## src/common/ein_pkg.sv

```systemverilog
package ein_pkg;

	////////////////////////////////////////////////////////////////////////////
	// bus and datapath widths
	////////////////////////////////////////////////////////////////////////////

	localparam int unsigned EIN_ADDR_W      = 8;
	localparam int unsigned EIN_DATA_W      = 32;
	localparam int unsigned EIN_CLK_DIV_W   = 24;
	localparam int unsigned EIN_CLK_DIV_MIN = 4;   // below this mid-POS2 hits phase end
	localparam int unsigned EIN_FIFO_DEPTH  = 16;  // power of two, pointers wrap
	localparam int unsigned EIN_FIFO_LVL_W  = 5;

	localparam logic [EIN_CLK_DIV_W-1:0] EIN_CLK_DIV_RESET = 24'd8;

	////////////////////////////////////////////////////////////////////////////
	// register map
	////////////////////////////////////////////////////////////////////////////

	localparam logic [EIN_ADDR_W-1:0] EIN_REG_CTRL    = 8'h00;
	localparam logic [EIN_ADDR_W-1:0] EIN_REG_CLK_DIV = 8'h04;
	localparam logic [EIN_ADDR_W-1:0] EIN_REG_TXDATA  = 8'h08;  // write only
	localparam logic [EIN_ADDR_W-1:0] EIN_REG_CMD     = 8'h0C;  // write only, bit0 start
	localparam logic [EIN_ADDR_W-1:0] EIN_REG_STATUS  = 8'h10;  // read only

	localparam int unsigned EIN_CTRL_GOC_BIT  = 0;
	localparam int unsigned EIN_CTRL_FRAG_BIT = 1;
	localparam int unsigned EIN_STAT_BUSY_BIT = 8;
	localparam int unsigned EIN_STAT_FULL_BIT = 9;

	// transmitter phases, one bit is NEG1 NEG2 POS1 [POS1B] POS2
	typedef enum logic [2:0] {
		IDLE,
		START,
		NEG1,
		NEG2,
		POS1,
		POS1B,      // goc mode only
		POS2,
		FRAG_WAIT   // emo held high between fragments
	} ein_tx_state_t;

endpackage

```

## src/design/ein_apb_regs.sv

```systemverilog
`timescale 1ns/1ps

module ein_apb_regs (
	input  logic                               clk,
	input  logic                               bit_ctr_reset,
	input  logic                               psel,
	input  logic                               penable,
	input  logic                               pwrite,
	input  logic [ein_pkg::EIN_ADDR_W-1:0]     paddr,
	input  logic [ein_pkg::EIN_DATA_W-1:0]     pwdata,
	output logic [ein_pkg::EIN_DATA_W-1:0]     prdata,
	output logic                               pready,
	output logic                               pslverr,
	input  logic                               fifo_full,
	input  logic [ein_pkg::EIN_FIFO_LVL_W-1:0] fifo_level,
	input  logic                               tx_busy,
	output logic                               push,
	output logic [7:0]                         push_data,
	output logic [ein_pkg::EIN_CLK_DIV_W-1:0]  clk_div,
	output logic                               goc_mode,
	output logic                               fragment,
	output logic                               start_tx
);

	import ein_pkg::*;

	logic                  access;
	logic                  addr_ok;
	logic                  wr_err;
	logic                  wr_ok;
	logic [EIN_DATA_W-1:0] rd_word;

	assign access = psel && penable;  // zero wait, access cycle completes
	assign pready = 1'b1;

	////////////////////////////////////////////////////////////////////////////
	// decode and read mux
	////////////////////////////////////////////////////////////////////////////

	always_comb begin
		addr_ok = 1'b1;
		rd_word = '0;
		case (paddr)
			EIN_REG_CTRL: begin
				rd_word[EIN_CTRL_GOC_BIT]  = goc_mode;
				rd_word[EIN_CTRL_FRAG_BIT] = fragment;
			end
			EIN_REG_CLK_DIV: begin
				rd_word[EIN_CLK_DIV_W-1:0] = clk_div;
			end
			EIN_REG_TXDATA, EIN_REG_CMD: begin
				rd_word = '0;  // write only, reads as zero
			end
			EIN_REG_STATUS: begin
				rd_word[EIN_FIFO_LVL_W-1:0] = fifo_level;
				rd_word[EIN_STAT_BUSY_BIT]  = tx_busy;
				rd_word[EIN_STAT_FULL_BIT]  = fifo_full;
			end
			default: begin
				addr_ok = 1'b0;
			end
		endcase
	end

	// rejected writes leave all state alone
	assign wr_err = pwrite && (((paddr == EIN_REG_TXDATA) && fifo_full) ||
		((paddr == EIN_REG_CLK_DIV) && (pwdata[EIN_CLK_DIV_W-1:0] < EIN_CLK_DIV_MIN)));

	assign pslverr = access && (!addr_ok || wr_err);
	assign wr_ok   = access && pwrite && addr_ok && !wr_err;
	assign prdata  = (access && !pwrite) ? rd_word : '0;

	////////////////////////////////////////////////////////////////////////////
	// registers and strobes
	////////////////////////////////////////////////////////////////////////////

	always_ff @(posedge clk) begin
		if (bit_ctr_reset) begin
			goc_mode <= 1'b0;
			fragment <= 1'b0;
			clk_div  <= EIN_CLK_DIV_RESET;
			push     <= 1'b0;
			start_tx <= 1'b0;
		end else begin
			push     <= wr_ok && (paddr == EIN_REG_TXDATA);  // one cycle strobe
			start_tx <= wr_ok && (paddr == EIN_REG_CMD) && pwdata[0];
			if (wr_ok && (paddr == EIN_REG_CTRL)) begin
				goc_mode <= pwdata[EIN_CTRL_GOC_BIT];
				fragment <= pwdata[EIN_CTRL_FRAG_BIT];
			end
			if (wr_ok && (paddr == EIN_REG_CLK_DIV))
				clk_div <= pwdata[EIN_CLK_DIV_W-1:0];
		end
	end

	always_ff @(posedge clk) begin
		if (wr_ok && (paddr == EIN_REG_TXDATA))
			push_data <= pwdata[7:0];
	end

	// push trails an accepted access, pslverr belongs to a rejected one
	a_push_not_err: assert property (@(posedge clk) disable iff (bit_ctr_reset)
		!(push && pslverr));

endmodule

```

## src/design/ein_byte_fifo.sv

```systemverilog
`timescale 1ns/1ps

module ein_byte_fifo (
	input  logic                               clk,
	input  logic                               bit_ctr_reset,
	input  logic                               push,
	input  logic [7:0]                         push_data,
	input  logic                               pop,
	output logic [7:0]                         head,
	output logic                               empty,
	output logic                               full,
	output logic [ein_pkg::EIN_FIFO_LVL_W-1:0] level
);

	import ein_pkg::*;

	logic [7:0]                mem [0:EIN_FIFO_DEPTH-1];
	logic [EIN_FIFO_LVL_W-2:0] wr_ptr;  // wraps at depth
	logic [EIN_FIFO_LVL_W-2:0] rd_ptr;

	assign head  = mem[rd_ptr];  // fall through, no read latency
	assign empty = (level == '0);
	assign full  = (level == EIN_FIFO_LVL_W'(EIN_FIFO_DEPTH));

	always_ff @(posedge clk) begin
		if (push)
			mem[wr_ptr] <= push_data;
	end

	always_ff @(posedge clk) begin
		if (bit_ctr_reset) begin
			wr_ptr <= '0;
			rd_ptr <= '0;
			level  <= '0;
		end else begin
			if (push)
				wr_ptr <= wr_ptr + 1'b1;
			if (pop)
				rd_ptr <= rd_ptr + 1'b1;
			case ({push, pop})
				2'b10: begin
					level <= level + 1'b1;
				end
				2'b01: begin
					level <= level - 1'b1;
				end
				default: begin
					level <= level;  // both or neither
				end
			endcase
		end
	end

	////////////////////////////////////////////////////////////////////////////
	// neighbours must respect the flags
	////////////////////////////////////////////////////////////////////////////

	a_no_pop_empty: assert property (@(posedge clk) disable iff (bit_ctr_reset)
		pop |-> !empty);

	a_no_push_full: assert property (@(posedge clk) disable iff (bit_ctr_reset)
		push |-> !full);

endmodule

```

## src/design/ein_link_top.sv

```systemverilog
`timescale 1ns/1ps

module ein_link_top (
	input  logic                           clk,
	input  logic                           bit_ctr_reset,
	input  logic                           psel,
	input  logic                           penable,
	input  logic                           pwrite,
	input  logic [ein_pkg::EIN_ADDR_W-1:0] paddr,
	input  logic [ein_pkg::EIN_DATA_W-1:0] pwdata,
	output logic [ein_pkg::EIN_DATA_W-1:0] prdata,
	output logic                           pready,
	output logic                           pslverr,
	output logic                           emo,
	output logic                           edi,
	output logic                           eci
);

	import ein_pkg::*;

	logic                      push;
	logic [7:0]                push_data;
	logic                      fifo_full;
	logic [EIN_FIFO_LVL_W-1:0] fifo_level;
	logic [7:0]                head;
	logic                      empty;
	logic                      pop;
	logic [EIN_CLK_DIV_W-1:0]  clk_div;
	logic                      goc_mode;
	logic                      fragment;
	logic                      start_tx;
	logic                      tx_busy;

	ein_apb_regs u_regs (
		.clk           (clk),
		.bit_ctr_reset (bit_ctr_reset),
		.psel          (psel),
		.penable       (penable),
		.pwrite        (pwrite),
		.paddr         (paddr),
		.pwdata        (pwdata),
		.prdata        (prdata),
		.pready        (pready),
		.pslverr       (pslverr),
		.fifo_full     (fifo_full),
		.fifo_level    (fifo_level),
		.tx_busy       (tx_busy),
		.push          (push),
		.push_data     (push_data),
		.clk_div       (clk_div),
		.goc_mode      (goc_mode),
		.fragment      (fragment),
		.start_tx      (start_tx)
	);

	ein_byte_fifo u_fifo (
		.clk           (clk),
		.bit_ctr_reset (bit_ctr_reset),
		.push          (push),
		.push_data     (push_data),
		.pop           (pop),
		.head          (head),
		.empty         (empty),
		.full          (fifo_full),
		.level         (fifo_level)
	);

	ein_tx u_tx (
		.clk           (clk),
		.bit_ctr_reset (bit_ctr_reset),
		.head          (head),
		.empty         (empty),
		.clk_div       (clk_div),
		.goc_mode      (goc_mode),
		.fragment      (fragment),
		.start_tx      (start_tx),
		.pop           (pop),
		.busy          (tx_busy),
		.emo           (emo),
		.edi           (edi),
		.eci           (eci)
	);

endmodule

```

## src/ein_tx/ein_tx.sv

```systemverilog
`timescale 1ns/1ps

module ein_tx (
	input  logic                              clk,
	input  logic                              bit_ctr_reset,
	input  logic [7:0]                        head,
	input  logic                              empty,
	input  logic [ein_pkg::EIN_CLK_DIV_W-1:0] clk_div,
	input  logic                              goc_mode,
	input  logic                              fragment,
	input  logic                              start_tx,
	output logic                              pop,
	output logic                              busy,
	output logic                              emo,
	output logic                              edi,
	output logic                              eci
);

	import ein_pkg::*;

	ein_tx_state_t            state;
	ein_tx_state_t            next_state;
	logic [EIN_CLK_DIV_W-1:0] state_ctr;
	logic [2:0]               bit_ctr;
	logic                     bit_ctr_incr;
	logic                     bit_ctr_clear;
	logic                     phase_end;
	logic                     phase_mid;
	logic                     next_emo;
	logic                     next_edi;
	logic                     next_eci;

	assign phase_end = (state_ctr == clk_div - 1'b1);
	assign phase_mid = (state_ctr == (clk_div >> 1));

	assign pop  = bit_ctr_incr && (bit_ctr == 3'd7);  // byte done after its last bit
	assign busy = (state != IDLE) && (state != FRAG_WAIT);

	////////////////////////////////////////////////////////////////////////////
	// state, phase counter, bit index, line registers
	////////////////////////////////////////////////////////////////////////////

	always_ff @(posedge clk) begin
		if (bit_ctr_reset) begin
			state     <= IDLE;
			state_ctr <= '0;
			bit_ctr   <= 3'd0;
			emo       <= 1'b0;
			edi       <= 1'b0;
			eci       <= 1'b0;
		end else begin
			state <= next_state;
			emo   <= next_emo;
			edi   <= next_edi;
			eci   <= next_eci;
			if (next_state != state)
				state_ctr <= '0;  // restart each phase
			else
				state_ctr <= state_ctr + 1'b1;
			if (bit_ctr_clear)
				bit_ctr <= 3'd0;
			else if (bit_ctr_incr)
				bit_ctr <= bit_ctr + 1'b1;
		end
	end

	////////////////////////////////////////////////////////////////////////////
	// phase sequencing
	////////////////////////////////////////////////////////////////////////////

	always_comb begin
		next_state    = state;
		next_emo      = 1'b1;
		next_edi      = 1'b0;
		next_eci      = 1'b0;
		bit_ctr_incr  = 1'b0;
		bit_ctr_clear = 1'b0;
		case (state)
			IDLE: begin
				next_emo = 1'b0;
				if (start_tx)
					next_state = START;
			end
			START: begin
				bit_ctr_clear = 1'b1;
				if (phase_end)
					next_state = NEG1;
			end
			NEG1: begin
				next_edi = goc_mode ? 1'b1 : edi;  // goc marker before the bit
				if (phase_end)
					next_state = NEG2;
			end
			NEG2: begin
				next_edi = head[bit_ctr];
				if (phase_end)
					next_state = POS1;
			end
			POS1: begin
				next_eci = 1'b1;
				next_edi = head[bit_ctr];
				if (phase_end)
					next_state = goc_mode ? POS1B : POS2;
			end
			POS1B: begin
				next_edi = head[bit_ctr];  // data held while eci is low
				if (phase_end)
					next_state = POS2;
			end
			POS2: begin
				next_eci = 1'b1;
				next_edi = goc_mode ? 1'b0 : edi;
				if (phase_mid) begin
					bit_ctr_incr = 1'b1;
				end else if (phase_end) begin
					if (!empty)
						next_state = NEG1;
					else if (fragment)
						next_state = FRAG_WAIT;
					else
						next_state = IDLE;
				end
			end
			FRAG_WAIT: begin
				if (start_tx)
					next_state = START;  // continue same frame
			end
			default: begin
				next_state = IDLE;
			end
		endcase
	end

	////////////////////////////////////////////////////////////////////////////
	// checks
	////////////////////////////////////////////////////////////////////////////

	// divider from the register block must allow a distinct mid point
	a_div_min: assert property (@(posedge clk) disable iff (bit_ctr_reset)
		busy |-> (clk_div >= EIN_CLK_DIV_MIN));

	// no strobe while the line is idle
	a_eci_idle: assert property (@(posedge clk) disable iff (bit_ctr_reset)
		!emo |-> !eci);

endmodule

```

## config.mk

```make
export PLATFORM = sky130hd
export DESIGN_NAME = ein_link_top
export DESIGN_NICKNAME = d
export VERILOG_FILES = /design/src/common/ein_pkg.sv /design/src/design/ein_apb_regs.sv /design/src/design/ein_byte_fifo.sv /design/src/design/ein_link_top.sv /design/src/ein_tx/ein_tx.sv
export SDC_FILE = /design/constraint.sdc
export NUM_CORES = 1
export LEC_CHECK = 0
export BUFFER_PORTS_ARGS = -buffer_cell sky130_fd_sc_hd__buf_2
export CORE_MARGIN = 4
export CORE_UTILIZATION = 60
export DETAILED_ROUTE_END_ITERATION = 8
export GPL_ROUTABILITY_DRIVEN = 0
export PLACE_DENSITY = 0.79
export SLEW_MARGIN = 20
export SYNTH_ARGS = -nofsm -noshare
export SYNTH_HDL_FRONTEND = slang
export SYNTH_SLANG_ARGS = --single-unit
```

## constraint.sdc

```tcl
create_clock -name clk -period 4.1 [get_ports clk]
set_clock_uncertainty 0.15 [all_clocks]
set_input_delay 0.615 -clock clk [delete_from_list [all_inputs] [get_ports clk]]
set_output_delay 0.615 -clock clk [all_outputs]
set_load 0.01 [all_outputs]
```

Word-level counts from Yosys, hierarchy flattened:

Memories as Yosys holds them, arrays and structs flattened. A register that Yosys moved wholly into a read port is not among the register bits.
Index checks and enable logic that the tools add are counted.

* flip-flop bits (word level): 82
* bits in writable memories: 128
* input port bits: 45
* output and inout port bits: 37
* word-level logic and storage cells: 113
* memories kept: 1

* $add $sub $neg: 7
* magnitude comparators: 2
* eq/ne operators: 21
* muxes and demuxes: 34
* reductions and logical operators: 33

Memories
* u_fifo.mem: depth 16, bits a word 8, read ports 1, clocked after Yosys merged registers in 1, write ports 1, RTL line ein_byte_fifo.sv:17 `logic [7:0] mem [0:EIN_FIFO_DEPTH-1];`

Operator list (count)
* $mux W3: 11
* $add A24 B1 Y24 const B: 1
* $eq A24 B23 Y1: 1
* $eq A24 B24 Y1: 1
* $lt A24 B3 Y1 const B: 1
* $mux W24: 1
* $sub A24 B1 Y24 const B: 1
* $pmux W3 S7: 1
* $eq A8 B4 Y1 const B: 2
* $logic_and A1 B1 Y1: 16
* $eq A3 B3 Y1 const B: 5
* $mux W14: 1
* $mux W1: 11
* $pmux W5 S2: 1
* $add A4 B1 Y4 const B: 2
* $eq A8 B3 Y1 const B: 1
* $eq A8 B5 Y1 const B: 1
* $logic_not A8 Y1: 1
* $mux W4: 2
* $reduce_or A2 Y1: 4
* $eq A3 B2 Y1 const B: 2
* $pmux W2 S3: 1
* $pmux W3 S2: 1
* $add A5 B1 Y5 const B: 1
* 23 further kinds: 27

Longest topological paths before layout:

* depth after elaboration: 8
* gate-level depth with buffers: 17
* gate-level depth less buffers: 15

Hierarchy:

A second synthesis with hierarchy kept.

* cell total of the unflattened synthesis: 889
* area, all modules: 10877.9 sq um

By module, submodules not included
* ein_byte_fifo: times used 1, cells each 313, area each 5864.4 sq um
* ein_tx: times used 1, cells each 374, area each 3069.2 sq um
* ein_apb_regs: times used 1, cells each 202, area each 1944.4 sq um

Least setup slack after synthesis:

No wires, ideal clock.

* path kind: flip-flop to flip-flop
* start point: register u_regs.clk_div[9] (netlist name)
* end point: register u_fifo.level[4] (netlist name)
* setup time: 0.071 ns
* arrival time: 3.366 ns
* path slack: 0.513 ns
* cell stages (with the launch flop): 18
* buffers on the path: 2
* cell sequence: dfxtp_1 > clkbuf_1 > xnor2_1 > nand4_1 > nor4_1 > and4_1 > clkbuf_1 > nand2_1 > inv_1 > ha_1 > inv_1 > fa_1 > inv_1 > a21o_1 > a21oi_1 > xnor2_1 > or3_1 > a21oi_1

* cells in the longest elaborated chain, start to end: 6
* elaborated cells between the ends (all ways): 8
* those cells by class: 3 x eq/ne; 3 x mux; 2 x reduce/logical

Ends and longest elaborated chain
* start, declared: RTL line ein_apb_regs.sv:19 `output logic [ein_pkg::EIN_CLK_DIV_W-1:0] clk_div,`
* start signal, assigned: RTL line ein_apb_regs.sv:92 `clk_div <= pwdata[EIN_CLK_DIV_W-1:0];`
* $eq A24 B23 Y1 (*): RTL line ein_tx.sv:34 `assign phase_mid = (state_ctr == (clk_div >> 1));`
* $mux W1 (*): RTL line ein_tx.sv:113 `if (phase_mid) begin`
* $mux W1 (*): RTL line ein_tx.sv:78 `case (state)`
* $logic_and A1 B1 Y1 (*): RTL line ein_tx.sv:36 `assign pop = bit_ctr_incr && (bit_ctr == 3'd7);`
* named net pop: RTL line ein_link_top.sv:27 `logic pop;`
* $eq A2 B1 Y1 or $eq A2 B2 Y1 (tied branches): RTL line ein_byte_fifo.sv:40 `case ({push, pop})`
* $pmux W5 S2 or $reduce_bool A2 Y1 (tied branches)
* end signal, assigned: RTL line ein_byte_fifo.sv:42 `level <= level + 1'b1;`
* end signal, assigned: RTL line ein_byte_fifo.sv:45 `level <= level - 1'b1;`
* end signal, assigned: RTL line ein_byte_fifo.sv:48 `level <= level;`
* end, declared: RTL line ein_byte_fifo.sv:12 `output logic [ein_pkg::EIN_FIFO_LVL_W-1:0] level`

The timed path passes the listed nets; every way through them passes the cells marked *.
A chain may end at the register's enable or synchronous reset.

Worst setup path after layout:

* start point: register u_regs.clk_div[4] (netlist name)
* end point: register u_fifo.level[4] (netlist name)

Same word-level chain as after synthesis.

==> results.sh <==
export IMPL_run_status="finished clean"
export IMPL_setup_worst_path_class="flop to flop"
export IMPL_power_ir_vdd_worst_v=0.000381
export IMPL_final_hold_viol_count=0
export IMPL_setup_total_negative_slack_ns=0
export IMPL_placeableCoreArea_mm2=0.0174
export IMPL_finalPower_mw=4.76
export IMPL_post_route_worst_setup_slack_ns=0.228
export IMPL_worst_slew_pin_slew_ns=0.961
export IMPL_cts_max_level=1
export IMPL_antenna_cells=0
export IMPL_multiInputGateArea_mm2=0.00460
export IMPL_ant_nets=0
export IMPL_syn_to_final_growth_pct=12.3
export IMPL_die_height_um=141
export IMPL_initial_core_util=0.613
export IMPL_reg_clk_slew_reported_paths_ns=0.06
export IMPL_ff_latch_area_mm2=0.00565
export IMPL_chipWidth_um=141
export IMPL_ys_dominant_reg_cell="edfxtp_1"
export IMPL_via_count_of_the_first_global_routing_pass=7335
export IMPL_seq_area_frac_synth=0.531
export IMPL_wl_per_cell_um=21.2
export IMPL_rsz0062_at_grt="no"
export IMPL_grt_pass1_wl_mm=40.7
export IMPL_synth_top_cell_by_area="edfxtp_1"
export IMPL_drv_cap=0
export IMPL_compound_cell_area_share_of_the_yosys_netlist=0.0751
export IMPL_ratio_of_cells_with_drive_above_1_in_the_final_layout=0.193
export IMPL_cp_start_kind="flop"
export IMPL_power_per_cell_area_mw_per_mm2=399
export IMPL_worst_hold_slack_ns=0.180
export IMPL_synth_largest_type_area_fraction=0.384
export IMPL_number_of_max_slew_violations_in_the_final_report=0
export IMPL_timing_critical_path_required_ns=4.39
export IMPL_route_detailed_vias_per_inst=6.33
export IMPL_grt_antenna_before_repair=0
export IMPL_num_vias=7591
export IMPL_synth_xor_area_share=0.0716
export IMPL_cts_buffers=22
export IMPL_synthMuxAreaShare=0.106
export IMPL_ctsLongestPathBuffers=3
export IMPL_num_io_pins=82
export IMPL_fillCellCount=1186
export IMPL_power_leakage_nw=4.20
export IMPL_rows=48
export IMPL_grt_remaining_overflow=0
export IMPL_clock_sinks=214
export IMPL_achievable_frequency_mhz=258
export IMPL_yosysUniqueCellTypes=75
export IMPL_relSlewSlack=0.360
export IMPL_placed_cells_incl_taps=1160
export IMPL_synth_area_in_simple_gates=0.158
export IMPL_post_route_drc_count=0
export IMPL_synth_area_top_cells="edfxtp_1, dfxtp_1, mux4_2"
export IMPL_gr_usage_all_layers=0.259
export IMPL_number_of_enable_type_register_cells_in_the_synthesized_netlist=136
export IMPL_detail_route_first_pass_iterations=5
export IMPL_placement_io_buffers=64
export IMPL_syn_area_per_cell_um2=11.7
export IMPL_adder_cell_share_of_the_synthesized_area=0.0172
export IMPL_cts_resized_gates=0
export IMPL_final_min_period_over_clock_period=0.944
export IMPL_tritoncts="yes"
export IMPL_post_cts_buffers=0
export IMPL_syn_inst=912
export IMPL_synthesis_yosys_warnings=0
export IMPL_ys_async_sr_fraction=0
export IMPL_die_area_mm2=0.0199
export IMPL_finish_net_count=1018
export IMPL_post_dp_hpwl_mm=16.7
export IMPL_finish_cell_count_without_fillers=1200
export IMPL_worst_ep_arrival_ns=4.16
export IMPL_routed_wirelength_mm=25.4
export IMPL_yosys_register_bits=214
export IMPL_cts_hold_repair_buffers=0
export IMPL_synth_top_family_by_area="simple AND/OR/NAND/NOR gates"
export IMPL_dp_worst_setup_slack_ns=0.367
export IMPL_cts_root_buffer_cell="clkbuf_16"
export IMPL_drt_iter0_drc=907
export IMPL_netlist_area_mm2=0.0106
export IMPL_worstHoldPathType="input pin to flop"
export IMPL_clkLatencyLatePin_ns=0.52
export IMPL_grt_start_max_net_pins=48
export IMPL_timing_final_crit_period_ns=3.87
export IMPL_path_max_fanout=8
export IMPL_endpoint_kind="flop"
export IMPL_finalSetupViolCount=0
## critical path, cell delays in order, from the launching register on
cell and delay (ns):
dfxtp_1 0.50, xnor2_1 0.19, nand4_1 0.12, nor4_1 0.32, buf_4 0.20, and4_1 0.37, nand2_1 0.22, inv_1 0.15
ha_1 0.25, inv_1 0.10, fa_1 0.41, inv_1 0.08, a21o_1 0.10, a21oi_1 0.07, xnor2_1 0.13, or3_1 0.30
a21oi_1 0.14
## cells by family (layout without fill, tap and decap cells)
family                   count (synthesis)  after routing
other                                    2              9
AO/OA/AOI/OAI                          111            111
AND/OR/NAND/NOR                        313            313
multiplexers                            72             72
adder cells (fa/ha/maj)                 14             14
buffers and inverters                   99            155
XOR/XNOR                                87             87
flip-flops                             214            214
## flip-flops by register name (all words and copies together), names as in the netlist, named ones only
register,count
u_fifo.rd_ptr,4
u_regs.clk_div,24
u_fifo.wr_ptr,4
u_regs.push_data,8
u_tx.eci,1
u_regs.push,1
u_tx.emo,1
u_regs.goc_mode,1
u_tx.state,3
u_tx.bit_ctr,3
u_fifo.mem,128
u_regs.fragment,1
u_tx.state_ctr,24
u_regs.start_tx,1
u_fifo.level,5
u_tx.edi,1
## worst paths after layout
path	slack, ns	from	cells after the start	to
max reg2reg	0.23	u_regs.clk_div[4]	16	u_fifo.level[4]
min	0.18	pwdata[4]	1	u_regs.push_data[4]
min reg2reg	0.39	u_fifo.rd_ptr[3]	2	u_fifo.rd_ptr[3]
max	0.23	u_regs.clk_div[4]	16	u_fifo.level[4]
## layout by cell type, fill, tap and decap left out, drive strengths merged, types with 4 or more instances in the layout
| master | Yosys | layout |
|---|---|---|
| nor4 | 18 | 18 |
| dfxtp | 78 | 78 |
| nor2 | 78 | 78 |
| o32ai | 4 | 4 |
| clkbuf | 57 | 30 |
| clkinv | 0 | 9 |
| mux4 | 32 | 32 |
| nand3b | 7 | 7 |
| xor2 | 33 | 33 |
| nand4 | 15 | 15 |
| o22ai | 26 | 26 |
| buf | 24 | 97 |
| nor2b | 5 | 5 |
| o21ai | 15 | 15 |
| and2 | 34 | 34 |
| mux2 | 4 | 4 |
| nand3 | 63 | 63 |
| xnor2 | 54 | 54 |
| ha | 13 | 13 |
| or4 | 6 | 6 |
| edfxtp | 136 | 136 |
| nand2 | 30 | 30 |
| nand2b | 6 | 6 |
| and3 | 8 | 8 |
| conb | 2 | 9 |
| mux2i | 36 | 36 |
| nor4b | 6 | 6 |
| inv | 18 | 18 |
| or3 | 9 | 9 |
| nor3 | 19 | 19 |
| a21oi | 20 | 20 |
## layout make-up
cell class | count | area share
Multi-Input combinational cell | 606 | 0.385
Inverter | 18 | 0.00566
Timing Repair Buffer | 97 | 0.0476
Clock buffer | 30 | 0.0573
Sequential cell | 214 | 0.473
Tap cell | 225 | 0.0236
Clock inverter | 10 | 0.00848
## power breakdown
group | internal (mW) | switching [mW] | total, mW
registers | 2.29 | 0.0357 | 2.33
logic | 0.158 | 0.201 | 0.359
clock network | 1.24 | 0.835 | 2.08
## per-layer routing
metal / track usage / vias to the layer above / share of wire
li1: - / 3465 / -
met1: 0.392 / 3659 / 0.43
met2: 0.383 / 398 / 0.45
met3: 0.0410 / 69 / 0.093
met4: 0.0913 / 0 / 0.035
met5: 0 / - / 0
## synthesized netlist by cell type (12+ instances only)
cell,count
a21oi_1,20
edfxtp_1,136
inv_1,17
nand2_1,30
nand3_1,63
nor2_1,77
clkbuf_1,57
and2_1,33
xnor2_1,54
nand4_1,13
nor3_1,19
nor4_1,17
xor2_1,33
dfxtp_1,78
mux2i_1,36
ha_1,13
o21ai_0,12
mux4_2,32
o22ai_1,26
## stage by stage
step / area (µm²) / util
floorplan: 10700 / -
global placement: 11200 / 0.643
detailed placement: 11200 / 0.643
CTS: 11900 / 0.688
global route: 11900 / 0.688
finish: 11900 / 0.688
(Power assumes the default switching activity.)
